--- src/hdl/isa_pkg.sv ---
package isa_pkg;

    // Datapath widths
    localparam int INSTR_SIZE  = 32;
    localparam int ADDR_SIZE   = 32;    // PC and immediate
    localparam int REG_SIZE    = 32;
    localparam int REG_ADDR    = 5;
    localparam int NUM_REGS    = 32;
    localparam int OPCODE_SIZE = 6;
    localparam int FUNCT_SIZE  = 6;

    // Field positions, low bit of each field
    localparam int OPCODE_LSB = 26;     // 31:26
    localparam int SRC1_LSB   = 21;     // 25:21
    localparam int SRC2_LSB   = 16;     // 20:16
    localparam int DEST_LSB   = 11;     // 15:11
    localparam int FUNCT_LSB  = 0;      // 5:0

    // Primary opcodes, codes past OP_NOP decode as NOP
    typedef enum logic [OPCODE_SIZE-1:0] {
        OP_RTYPE = 6'd0,
        OP_ADDI  = 6'd1,
        OP_LDW   = 6'd2,
        OP_LDB   = 6'd3,
        OP_STW   = 6'd4,
        OP_STB   = 6'd5,
        OP_BEQ   = 6'd6,
        OP_JUMP  = 6'd7,
        OP_NOP   = 6'd8
    } opcode_e;

    // R-type function codes
    typedef enum logic [FUNCT_SIZE-1:0] {
        FN_ADD = 6'd0,
        FN_SUB = 6'd1,
        FN_MUL = 6'd2
    } funct_e;

endpackage

--- src/hdl/pipe_pkg.sv ---
package pipe_pkg;

    // Minimum spacing between two multiply issues
    localparam int MULT_CYCLES = 4;

    // Timer runs after the FSM has seen is_mult, so two cycles are already spent
    localparam int MULT_TIMER_LOAD = MULT_CYCLES - 2;
    localparam int MULT_TIMER_SIZE = $clog2(MULT_CYCLES);

    // Multiplier occupancy
    typedef enum logic {
        ISSUE_IDLE,
        ISSUE_BUSY
    } issue_state_e;

endpackage

--- src/hdl/register_file.sv ---
module register_file (
    input  logic                         clk,
    input  logic                         reset,
    input  logic [isa_pkg::REG_ADDR-1:0] rd_addr1,
    input  logic [isa_pkg::REG_ADDR-1:0] rd_addr2,
    input  logic                         wr_en,
    input  logic [isa_pkg::REG_ADDR-1:0] wr_addr,
    input  logic [isa_pkg::REG_SIZE-1:0] wr_data,
    output logic [isa_pkg::REG_SIZE-1:0] rd_data1,
    output logic [isa_pkg::REG_SIZE-1:0] rd_data2
);
    import isa_pkg::*;

    logic [REG_SIZE-1:0] regs [NUM_REGS];

    // Bank is cleared on reset
    always_ff @(posedge clk) begin
        if (reset) begin
            for (int i = 0; i < NUM_REGS; i++) begin
                regs[i] <= '0;
            end
        end else if (wr_en && wr_addr != '0) begin  // r0 never stored
            regs[wr_addr] <= wr_data;
        end
    end

    // Read port 1, r0 first, then bypass from writeback
    assign rd_data1 = (rd_addr1 == '0)                  ? '0      :
                      (wr_en && wr_addr == rd_addr1)    ? wr_data :
                                                          regs[rd_addr1];

    // Read port 2, same priority
    assign rd_data2 = (rd_addr2 == '0)                  ? '0      :
                      (wr_en && wr_addr == rd_addr2)    ? wr_data :
                                                          regs[rd_addr2];

endmodule

--- src/hdl/control.sv ---
module control (
    input  logic             clk,
    input  logic             reset,
    input  isa_pkg::opcode_e opcode,
    input  isa_pkg::funct_e  funct,
    input  logic             stall,
    output logic             mult_request,
    output logic             regwrite,   // WB: write the register file
    output logic             memtoreg,   // WB: result from memory, not ALU
    output logic             branch,     // M: PC mux select
    output logic             memwrite,
    output logic             memread,
    output logic             byteword,   // M: 1 word, 0 byte
    output logic             alusrc,     // EX: immediate as operand 2
    output logic             is_mult
);
    import isa_pkg::*;

    // Order: regwrite, memtoreg, branch, memwrite, memread, byteword, alusrc
    logic [6:0] ctl_next;

    always_comb begin
        case (opcode)
            OP_RTYPE: ctl_next = 7'b1000000;
            OP_ADDI:  ctl_next = 7'b1000001;
            OP_LDW:   ctl_next = 7'b1100111;
            OP_LDB:   ctl_next = 7'b1100101;
            OP_STW:   ctl_next = 7'b0001011;
            OP_STB:   ctl_next = 7'b0001001;
            OP_BEQ:   ctl_next = 7'b0010000;
            OP_JUMP:  ctl_next = 7'b0010000;
            default:  ctl_next = 7'b0000000;   // OP_NOP and undefined codes
        endcase
    end

    // Raised even during a stall, the hazard unit needs it to hold the stall
    assign mult_request = (opcode == OP_RTYPE) && (funct == FN_MUL);

    // Control half of ID/EX
    always_ff @(posedge clk) begin
        if (reset) begin
            {regwrite, memtoreg, branch, memwrite, memread, byteword, alusrc} <= '0;
            is_mult <= 1'b0;
        end else if (stall) begin
            // Bubble into EX
            {regwrite, memtoreg, branch, memwrite, memread, byteword, alusrc} <= '0;
            is_mult <= 1'b0;
        end else begin
            {regwrite, memtoreg, branch, memwrite, memread, byteword, alusrc} <= ctl_next;
            is_mult <= mult_request;
        end
    end

endmodule

--- src/hdl/hazard_control.sv ---
module hazard_control (
    input  logic [isa_pkg::REG_ADDR-1:0] src1,
    input  logic [isa_pkg::REG_ADDR-1:0] src2,
    input  logic                         ex_regwrite,
    input  logic [isa_pkg::REG_ADDR-1:0] ex_dest_reg,
    input  logic                         m_regwrite,
    input  logic [isa_pkg::REG_ADDR-1:0] m_dest_reg,
    input  logic                         mult_request,
    input  logic                         mult_busy,
    output logic                         stall
);
    import isa_pkg::*;

    logic raw_hazard;
    logic mult_hazard;

    // Pending write to a source, r0 never conflicts
    function automatic logic dep(input logic [REG_ADDR-1:0] src,
                                 input logic [REG_ADDR-1:0] dest,
                                 input logic                wr);
        return wr && (src != '0) && (src == dest);
    endfunction

    // No forwarding, so any hit in EX or M has to wait
    assign raw_hazard = dep(src1, ex_dest_reg, ex_regwrite) ||
                        dep(src2, ex_dest_reg, ex_regwrite) ||
                        dep(src1, m_dest_reg, m_regwrite)   ||
                        dep(src2, m_dest_reg, m_regwrite);

    // Multiplier still occupied by the previous multiply
    assign mult_hazard = mult_request && mult_busy;

    assign stall = raw_hazard || mult_hazard;

endmodule

--- src/hdl/mult_issue_fsm.sv ---
module mult_issue_fsm (
    input  logic clk,
    input  logic reset,
    input  logic is_mult,      // Multiply sitting in ID/EX this cycle
    input  logic timer_done,
    output logic timer_load,
    output logic mult_busy
);
    import pipe_pkg::*;

    issue_state_e state;
    issue_state_e next_state;

    always_ff @(posedge clk) begin
        if (reset) begin
            state <= ISSUE_IDLE;
        end else begin
            state <= next_state;
        end
    end

    always_comb begin
        next_state = state;
        case (state)
            ISSUE_IDLE: begin
                if (is_mult) begin
                    next_state = ISSUE_BUSY;
                end
            end
            ISSUE_BUSY: begin
                if (timer_done) begin
                    next_state = ISSUE_IDLE;     // Next multiply may issue
                end
            end
            default: next_state = ISSUE_IDLE;
        endcase
    end

    // One-cycle pulse as the FSM leaves idle
    assign timer_load = (state == ISSUE_IDLE) && is_mult;

    // Busy already in the cycle of is_mult, the FSM is still idle then
    assign mult_busy = is_mult || (state == ISSUE_BUSY);

endmodule

--- src/hdl/mult_latency_timer.sv ---
module mult_latency_timer (
    input  logic clk,
    input  logic reset,
    input  logic load,
    output logic done
);
    import pipe_pkg::*;

    logic [MULT_TIMER_SIZE-1:0] count;

    // Counts down and parks at zero
    always_ff @(posedge clk) begin
        if (reset) begin
            count <= '0;
        end else if (load) begin
            count <= MULT_TIMER_SIZE'(MULT_TIMER_LOAD);
        end else if (count != '0) begin
            count <= count - 1'b1;
        end
    end

    // Last busy cycle
    assign done = (count == MULT_TIMER_SIZE'(1));

endmodule

--- src/hdl/decode_stage.sv ---
module decode_stage (
    input  logic                            clk,
    input  logic                            reset,
    input  logic [isa_pkg::ADDR_SIZE-1:0]   pc,
    input  logic [isa_pkg::INSTR_SIZE-1:0]  instruction,
    input  logic [isa_pkg::REG_SIZE-1:0]    rd_data1,     // From register file
    input  logic [isa_pkg::REG_SIZE-1:0]    rd_data2,
    output logic [isa_pkg::REG_ADDR-1:0]    src_reg1,
    output logic [isa_pkg::REG_ADDR-1:0]    src_reg2,
    output isa_pkg::opcode_e                opcode,       // To control
    output isa_pkg::funct_e                 funct,
    output logic [isa_pkg::ADDR_SIZE-1:0]   out_pc,
    output logic [isa_pkg::REG_SIZE-1:0]    rout_reg1,
    output logic [isa_pkg::REG_SIZE-1:0]    rout_reg2,
    output logic [isa_pkg::REG_ADDR-1:0]    dest_reg,
    output logic [isa_pkg::ADDR_SIZE-1:0]   mimmediat,
    output logic [isa_pkg::OPCODE_SIZE-1:0] op_code,
    output logic [isa_pkg::FUNCT_SIZE-1:0]  funct_code
);
    import isa_pkg::*;

    logic [REG_ADDR-1:0]  dst;
    logic [ADDR_SIZE-1:0] imm;

    // Field split
    assign opcode   = opcode_e'(instruction[OPCODE_LSB +: OPCODE_SIZE]);
    assign funct    = funct_e'(instruction[FUNCT_LSB +: FUNCT_SIZE]);
    assign src_reg1 = instruction[SRC1_LSB +: REG_ADDR];
    assign src_reg2 = instruction[SRC2_LSB +: REG_ADDR];
    assign dst      = instruction[DEST_LSB +: REG_ADDR];

    // Immediate format depends on the opcode
    always_comb begin
        case (opcode)
            OP_BEQ: begin
                // Branch offset, high part shares the src2 slot
                imm = {{(ADDR_SIZE-15){instruction[24]}}, instruction[24:20],
                       instruction[9:0]};
            end
            OP_JUMP: begin
                // 20-bit jump target
                imm = {{(ADDR_SIZE-20){instruction[24]}}, instruction[24:20],
                       instruction[14:0]};
            end
            default: begin
                imm = {{(ADDR_SIZE-15){instruction[14]}}, instruction[14:0]};
            end
        endcase
    end

    // Data half of ID/EX, loads every edge
    always_ff @(posedge clk) begin
        if (reset) begin
            out_pc     <= '0;
            rout_reg1  <= '0;
            rout_reg2  <= '0;
            dest_reg   <= '0;
            mimmediat  <= '0;
            op_code    <= '0;
            funct_code <= '0;
        end else begin
            out_pc     <= pc;         // Passed on for branch target
            rout_reg1  <= rd_data1;
            rout_reg2  <= rd_data2;
            dest_reg   <= dst;
            mimmediat  <= imm;
            op_code    <= opcode;
            funct_code <= funct;
        end
    end

endmodule

--- src/hdl/decode_top.sv ---
module decode_top (
    input  logic                            clk,
    input  logic                            reset,
    input  logic [isa_pkg::ADDR_SIZE-1:0]   pc,
    input  logic [isa_pkg::INSTR_SIZE-1:0]  instruction,
    input  logic                            ex_regwrite,
    input  logic [isa_pkg::REG_ADDR-1:0]    ex_dest_reg,
    input  logic                            m_regwrite,
    input  logic [isa_pkg::REG_ADDR-1:0]    m_dest_reg,
    input  logic                            wb_regwrite,
    input  logic [isa_pkg::REG_ADDR-1:0]    wb_dest_reg,
    input  logic [isa_pkg::REG_SIZE-1:0]    wb_data,
    output logic [isa_pkg::ADDR_SIZE-1:0]   out_pc,
    output logic [isa_pkg::REG_SIZE-1:0]    rout_reg1,
    output logic [isa_pkg::REG_SIZE-1:0]    rout_reg2,
    output logic [isa_pkg::REG_ADDR-1:0]    dest_reg,
    output logic [isa_pkg::ADDR_SIZE-1:0]   mimmediat,
    output logic [isa_pkg::OPCODE_SIZE-1:0] op_code,
    output logic [isa_pkg::FUNCT_SIZE-1:0]  funct_code,
    output logic                            regwrite,
    output logic                            memtoreg,
    output logic                            branch,
    output logic                            memwrite,
    output logic                            memread,
    output logic                            byteword,
    output logic                            alusrc,
    output logic                            is_mult,
    output logic                            pc_write,     // Low holds fetch
    output logic                            if_id_write
);
    import isa_pkg::*;

    logic [REG_ADDR-1:0] src_reg1;
    logic [REG_ADDR-1:0] src_reg2;
    logic [REG_SIZE-1:0] rd_data1;
    logic [REG_SIZE-1:0] rd_data2;
    opcode_e             opcode;
    funct_e              funct;
    logic                mult_request;
    logic                mult_busy;
    logic                timer_load;
    logic                timer_done;
    logic                stall;

    decode_stage u_stage (
        .clk, .reset, .pc, .instruction, .rd_data1, .rd_data2,
        .src_reg1, .src_reg2, .opcode, .funct,
        .out_pc, .rout_reg1, .rout_reg2, .dest_reg, .mimmediat, .op_code, .funct_code
    );

    // Writeback drives the write port
    register_file u_regs (
        .clk, .reset,
        .rd_addr1 (src_reg1),    .rd_addr2 (src_reg2),
        .wr_en    (wb_regwrite), .wr_addr  (wb_dest_reg), .wr_data (wb_data),
        .rd_data1,               .rd_data2
    );

    control u_control (
        .clk, .reset, .opcode, .funct, .stall, .mult_request,
        .regwrite, .memtoreg, .branch, .memwrite, .memread, .byteword, .alusrc, .is_mult
    );

    hazard_control u_hazard (
        .src1 (src_reg1), .src2 (src_reg2),
        .ex_regwrite, .ex_dest_reg, .m_regwrite, .m_dest_reg,
        .mult_request, .mult_busy, .stall
    );

    mult_issue_fsm u_mult_fsm (
        .clk, .reset, .is_mult, .timer_done, .timer_load, .mult_busy
    );

    mult_latency_timer u_mult_timer (
        .clk, .reset, .load (timer_load), .done (timer_done)
    );

    // Stall freezes PC and IF/ID
    assign pc_write    = ~stall;
    assign if_id_write = ~stall;

endmodule

--- config.mk ---
export PLATFORM = sky130hd
export DESIGN_NAME = decode_top
export DESIGN_NICKNAME = d
export VERILOG_FILES = /design/src/hdl/isa_pkg.sv /design/src/hdl/pipe_pkg.sv /design/src/hdl/register_file.sv /design/src/hdl/control.sv /design/src/hdl/hazard_control.sv /design/src/hdl/mult_issue_fsm.sv /design/src/hdl/mult_latency_timer.sv /design/src/hdl/decode_stage.sv /design/src/hdl/decode_top.sv
export SDC_FILE = /design/constraint.sdc
export NUM_CORES = 2
export LEC_CHECK = 0
export BUFFER_PORTS_ARGS = -buffer_cell sky130_fd_sc_hd__buf_2
export CAP_MARGIN = 20
export CORE_MARGIN = 1.5
export CORE_UTILIZATION = 56
export DETAILED_ROUTE_END_ITERATION = 10
export PLACE_DENSITY = 0.74
export SLEW_MARGIN = 20
export SYNTH_ARGS = -nofsm -noshare
export SYNTH_HDL_FRONTEND = slang
export SYNTH_SLANG_ARGS = --single-unit
--- constraint.sdc ---
create_clock -name clk -period 2.3 [get_ports clk]
set_clock_uncertainty 0.2 [all_clocks]
set_input_delay 0.46 -clock clk [delete_from_list [all_inputs] [get_ports clk]]
set_output_delay 0.46 -clock clk [all_outputs]
set_load 0.01 [all_outputs]
==> impl_metrics.tcl <==
set metrics [dict create \
    drc 0 \
    drv_slew 0 \
    ant_nets 0 \
    slew_headroom_pct 55.9 \
    rsz0062_at_grt "yes" \
    place_congestion 0.959 \
    ys_seq_area_share_pct 55.9 \
    path_cells "buf_2 -> xor2_1 -> nor4_1 -> nand3_1 -> a21o_1 -> and3_4 -> buf_6" \
    ioPinCount 271 \
    r2r_cells 6 \
    layout.cells.non_filler 6427 \
    p_leak_nw 27.8 \
    path_buf_inv 2 \
    grt_pass1_wl_microns 304000 \
    ys_warn_count 0 \
    dieArea_sq_mm 0.109 \
    clk_latency_ns 0.74 \
    dp_cells 6116 \
    grt_overflow_total 0 \
    fp.coreArea_sq_mm 0.106 \
    worstMarginPinSlew_ns 0.662 \
    grt_usage_pct 39.6 \
    clock_sinks 1161 \
    drt-total-wl_microns 219000 \
    cts_max_path_buffers 3 \
    largest_reg_flops 1024 \
    die_w_microns 330 \
    fin_crit_sh_pct 108 \
    layout-drive-gt1-share_pct 28.7 \
    routed_via_density 6.82 \
    hp-start "instruction[26]" \
    fin_util_pct 68.7 \
    synth_common_cells "edfxtp_1 (1024), and2_1 (994), mux2i_1 (487)" \
    cts_tree "built" \
    setup-violations-final 2 \
    ys_async_sr_fraction_pct 0 \
    setup.worst_path.end "pc_write" \
    path_delay_family "simple AND/OR/NAND/NOR gates" \
    synth_area_leaders "edfxtp_1 (51%), mux4_2 (11%), and2_1 (10%), mux2i_1 (8.1%), dfxtp_1 (4.6%)" \
    crit_path_end_kind "output pin" \
    dp.final_hpwl_microns 145000 \
    fp.dieH_microns 330 \
    yosysMostFrequentCell "edfxtp_1" \
    synth.largest_area_cell "edfxtp_1" \
    internal-power_mw 39.2 \
    root_buffer "clkbuf_16" \
    p_switching_mw 13.2 \
    cp_slowest_cell "nor4_1" \
    clkPwrFrac_pct 39.3 \
    grt_max_degree 89 \
    reg2reg_to "u_stage.rout_reg2[30]" \
    crit_type "in -> out" \
    synth_edf_count 1024 \
    drtPass1Iterations 9 \
    switching_share_pct 25.2 \
    nets 5024 \
    max-cap-violations 0 \
    ys_types 60 \
    timing.rr.start "u_regs.regs[18][30]" \
    synth_ff_type "edfxtp_1" \
    cp-startpoint "instruction[19]" \
    syn_inst 4325 \
    synth-seq-cells 1161 \
    syn_area_per_cell_sq_um 13.9 \
    hold_viol 0 \
    crit_fanout 5 \
    start_util_pct 56.7 \
    peakVddDrop_uv 726 \
    htreeDepth 3 \
    fin_ws_ns -0.192 \
    ff2ff_setup_slack_ns 0.04 \
    max_stage_delay_ns 0.28 \
    p_per_area_mw_per_mm2 722 \
    drt_iter0_markers 6815 \
    timing.fmax_ghz 0.401 \
    grt_pass1_vias 42877 \
    synth.top_cell.area_share_pct 51.3 \
    num_rows 119 \
    routedWlPerCell_microns 34.0 \
    fillCellCount 7134 \
    largest_register "u_regs.regs" \
    antenna_found_initial 32 \
    dr_total_vias 43847 \
    critPathLaunchType "input port" \
    area_delta_synth_final_pct 21.1 \
    portBuffers 270 \
    path_clk_slew_ns 0.06 \
    combPwrFrac_pct 13.2 \
    netlist_area_sq_mm 0.0600 \
    cts_buffers 120 \
    post-route-min-period_ns 2.49 \
    cp.depth 7 \
    seqPwrFrac_pct 47.5 \
    status "finished with violations" \
    worst-endpoint-arrival_ns 1.83 \
    hp-class "in -> reg" \
    violations "setup timing" \
    crit_required_ns 1.64 \
]
[worst reg2reg max path, delay by kind of cell, from the launching register on]
family                 cells  cell delay [ns]
flip-flops                 1             0.42
multiplexers               2             0.75
AO/OA/AOI/OAI              2             0.50
buffers and inverters      1             0.19
AND/OR/NAND/NOR            1             0.09
[power by group through the flow]
stage | clock network, mW | registers, mW | logic (mW)
final | 20.6 | 24.9 | 6.93
after global routing | 21.3 | 24.9 | 7.13
after CTS | 20.6 | 24.8 | 6.73
after detailed placement | 0 | 25.2 | 6.60
after global placement | 0 | 25.2 | 6.52
after floorplan | 0 | 25.0 | 3.65
[cell type report]
cell class,instances,area (sq um),share of cell area (%)
antenna,21,52.6,0.0724
multi-input combinational,2735,24500,33.7
sequential,1161,33500,46.1
clock buffer,158,3430,4.73
tap,1391,1740,2.40
timing repair buffer,884,8610,11.9
inverter,6,22.5,0.0310
clock inverter,71,758,1.04
[layer usage]
layer  vias to the layer above  part of all wire [%]  global-route usage (%)
met1                     21487                    33                    50.1
met3                       951                    15                    11.5
met4                         8                   7.5                    25.0
li1                      17480                     -                       -
met5                         -                 0.019                       0
met2                      3921                    44                    60.3
[stage by stage]
step                      hold WS (ns)  setup slack [ns]  cell area (sq um)  power (mW)  setup TNS, ns
after floorplan                  0.223           -0.0676              60200        28.7          -2.00
after global placement           0.233            -0.642              67600        31.7        -221.02
after detailed placement         0.253            -0.656              67600        31.8        -232.48
after CTS                       0.0116            -0.231              72400        52.1         -0.462
after global routing            0.0509            -0.231              72600        53.4         -0.462
final                           0.0485            -0.192              72600        52.4         -0.384
[placed cells by master (no fill, tap or decap), types with 43 or more instances in the layout]
master / instances
and2_1: 992
nor2b_1: 52
buf_2: 257
dlygate4sd3_1: 58
buf_4: 370
dfxtp_1: 135
clkbuf_16: 127
a21oi_1: 120
mux4_2: 303
mux2i_1: 487
edfxtp_1: 1024
nand2_1: 94
o21ai_0: 59
a211oi_1: 43
buf_12: 187
a22oi_1: 99
[worst min-delay path by stage]
stage                            end  cells after the start
3_5_place_dp   u_mult_timer.count[0]                      1
4_1_cts        u_stage.mimmediat[14]                      4
2_1_floorplan  u_mult_timer.count[0]                      1
3_3_place_gp   u_mult_timer.count[0]                      1
6_report       u_stage.mimmediat[14]                      4
5_1_grt        u_stage.mimmediat[14]                      4
[kinds of logic after synthesis]
family                 synth area share, %
multiplexers                          20.1
other                              0.00625
AND/OR/NAND/NOR                       13.4
AO/OA/AOI/OAI                         5.98
flip-flops                            55.9
buffers and inverters                 4.22
XOR/XNOR                             0.453
[repair_timing]
action,in CTS,in global routing
cloned,1,1
hold buffers,58,0
endpoints found under the hold margin,68,0
endpoints found under the setup margin,3,2
resized for setup,11,20
buffers inserted,2,1
pin swaps,8,12
(Power assumes the default switching activity.)
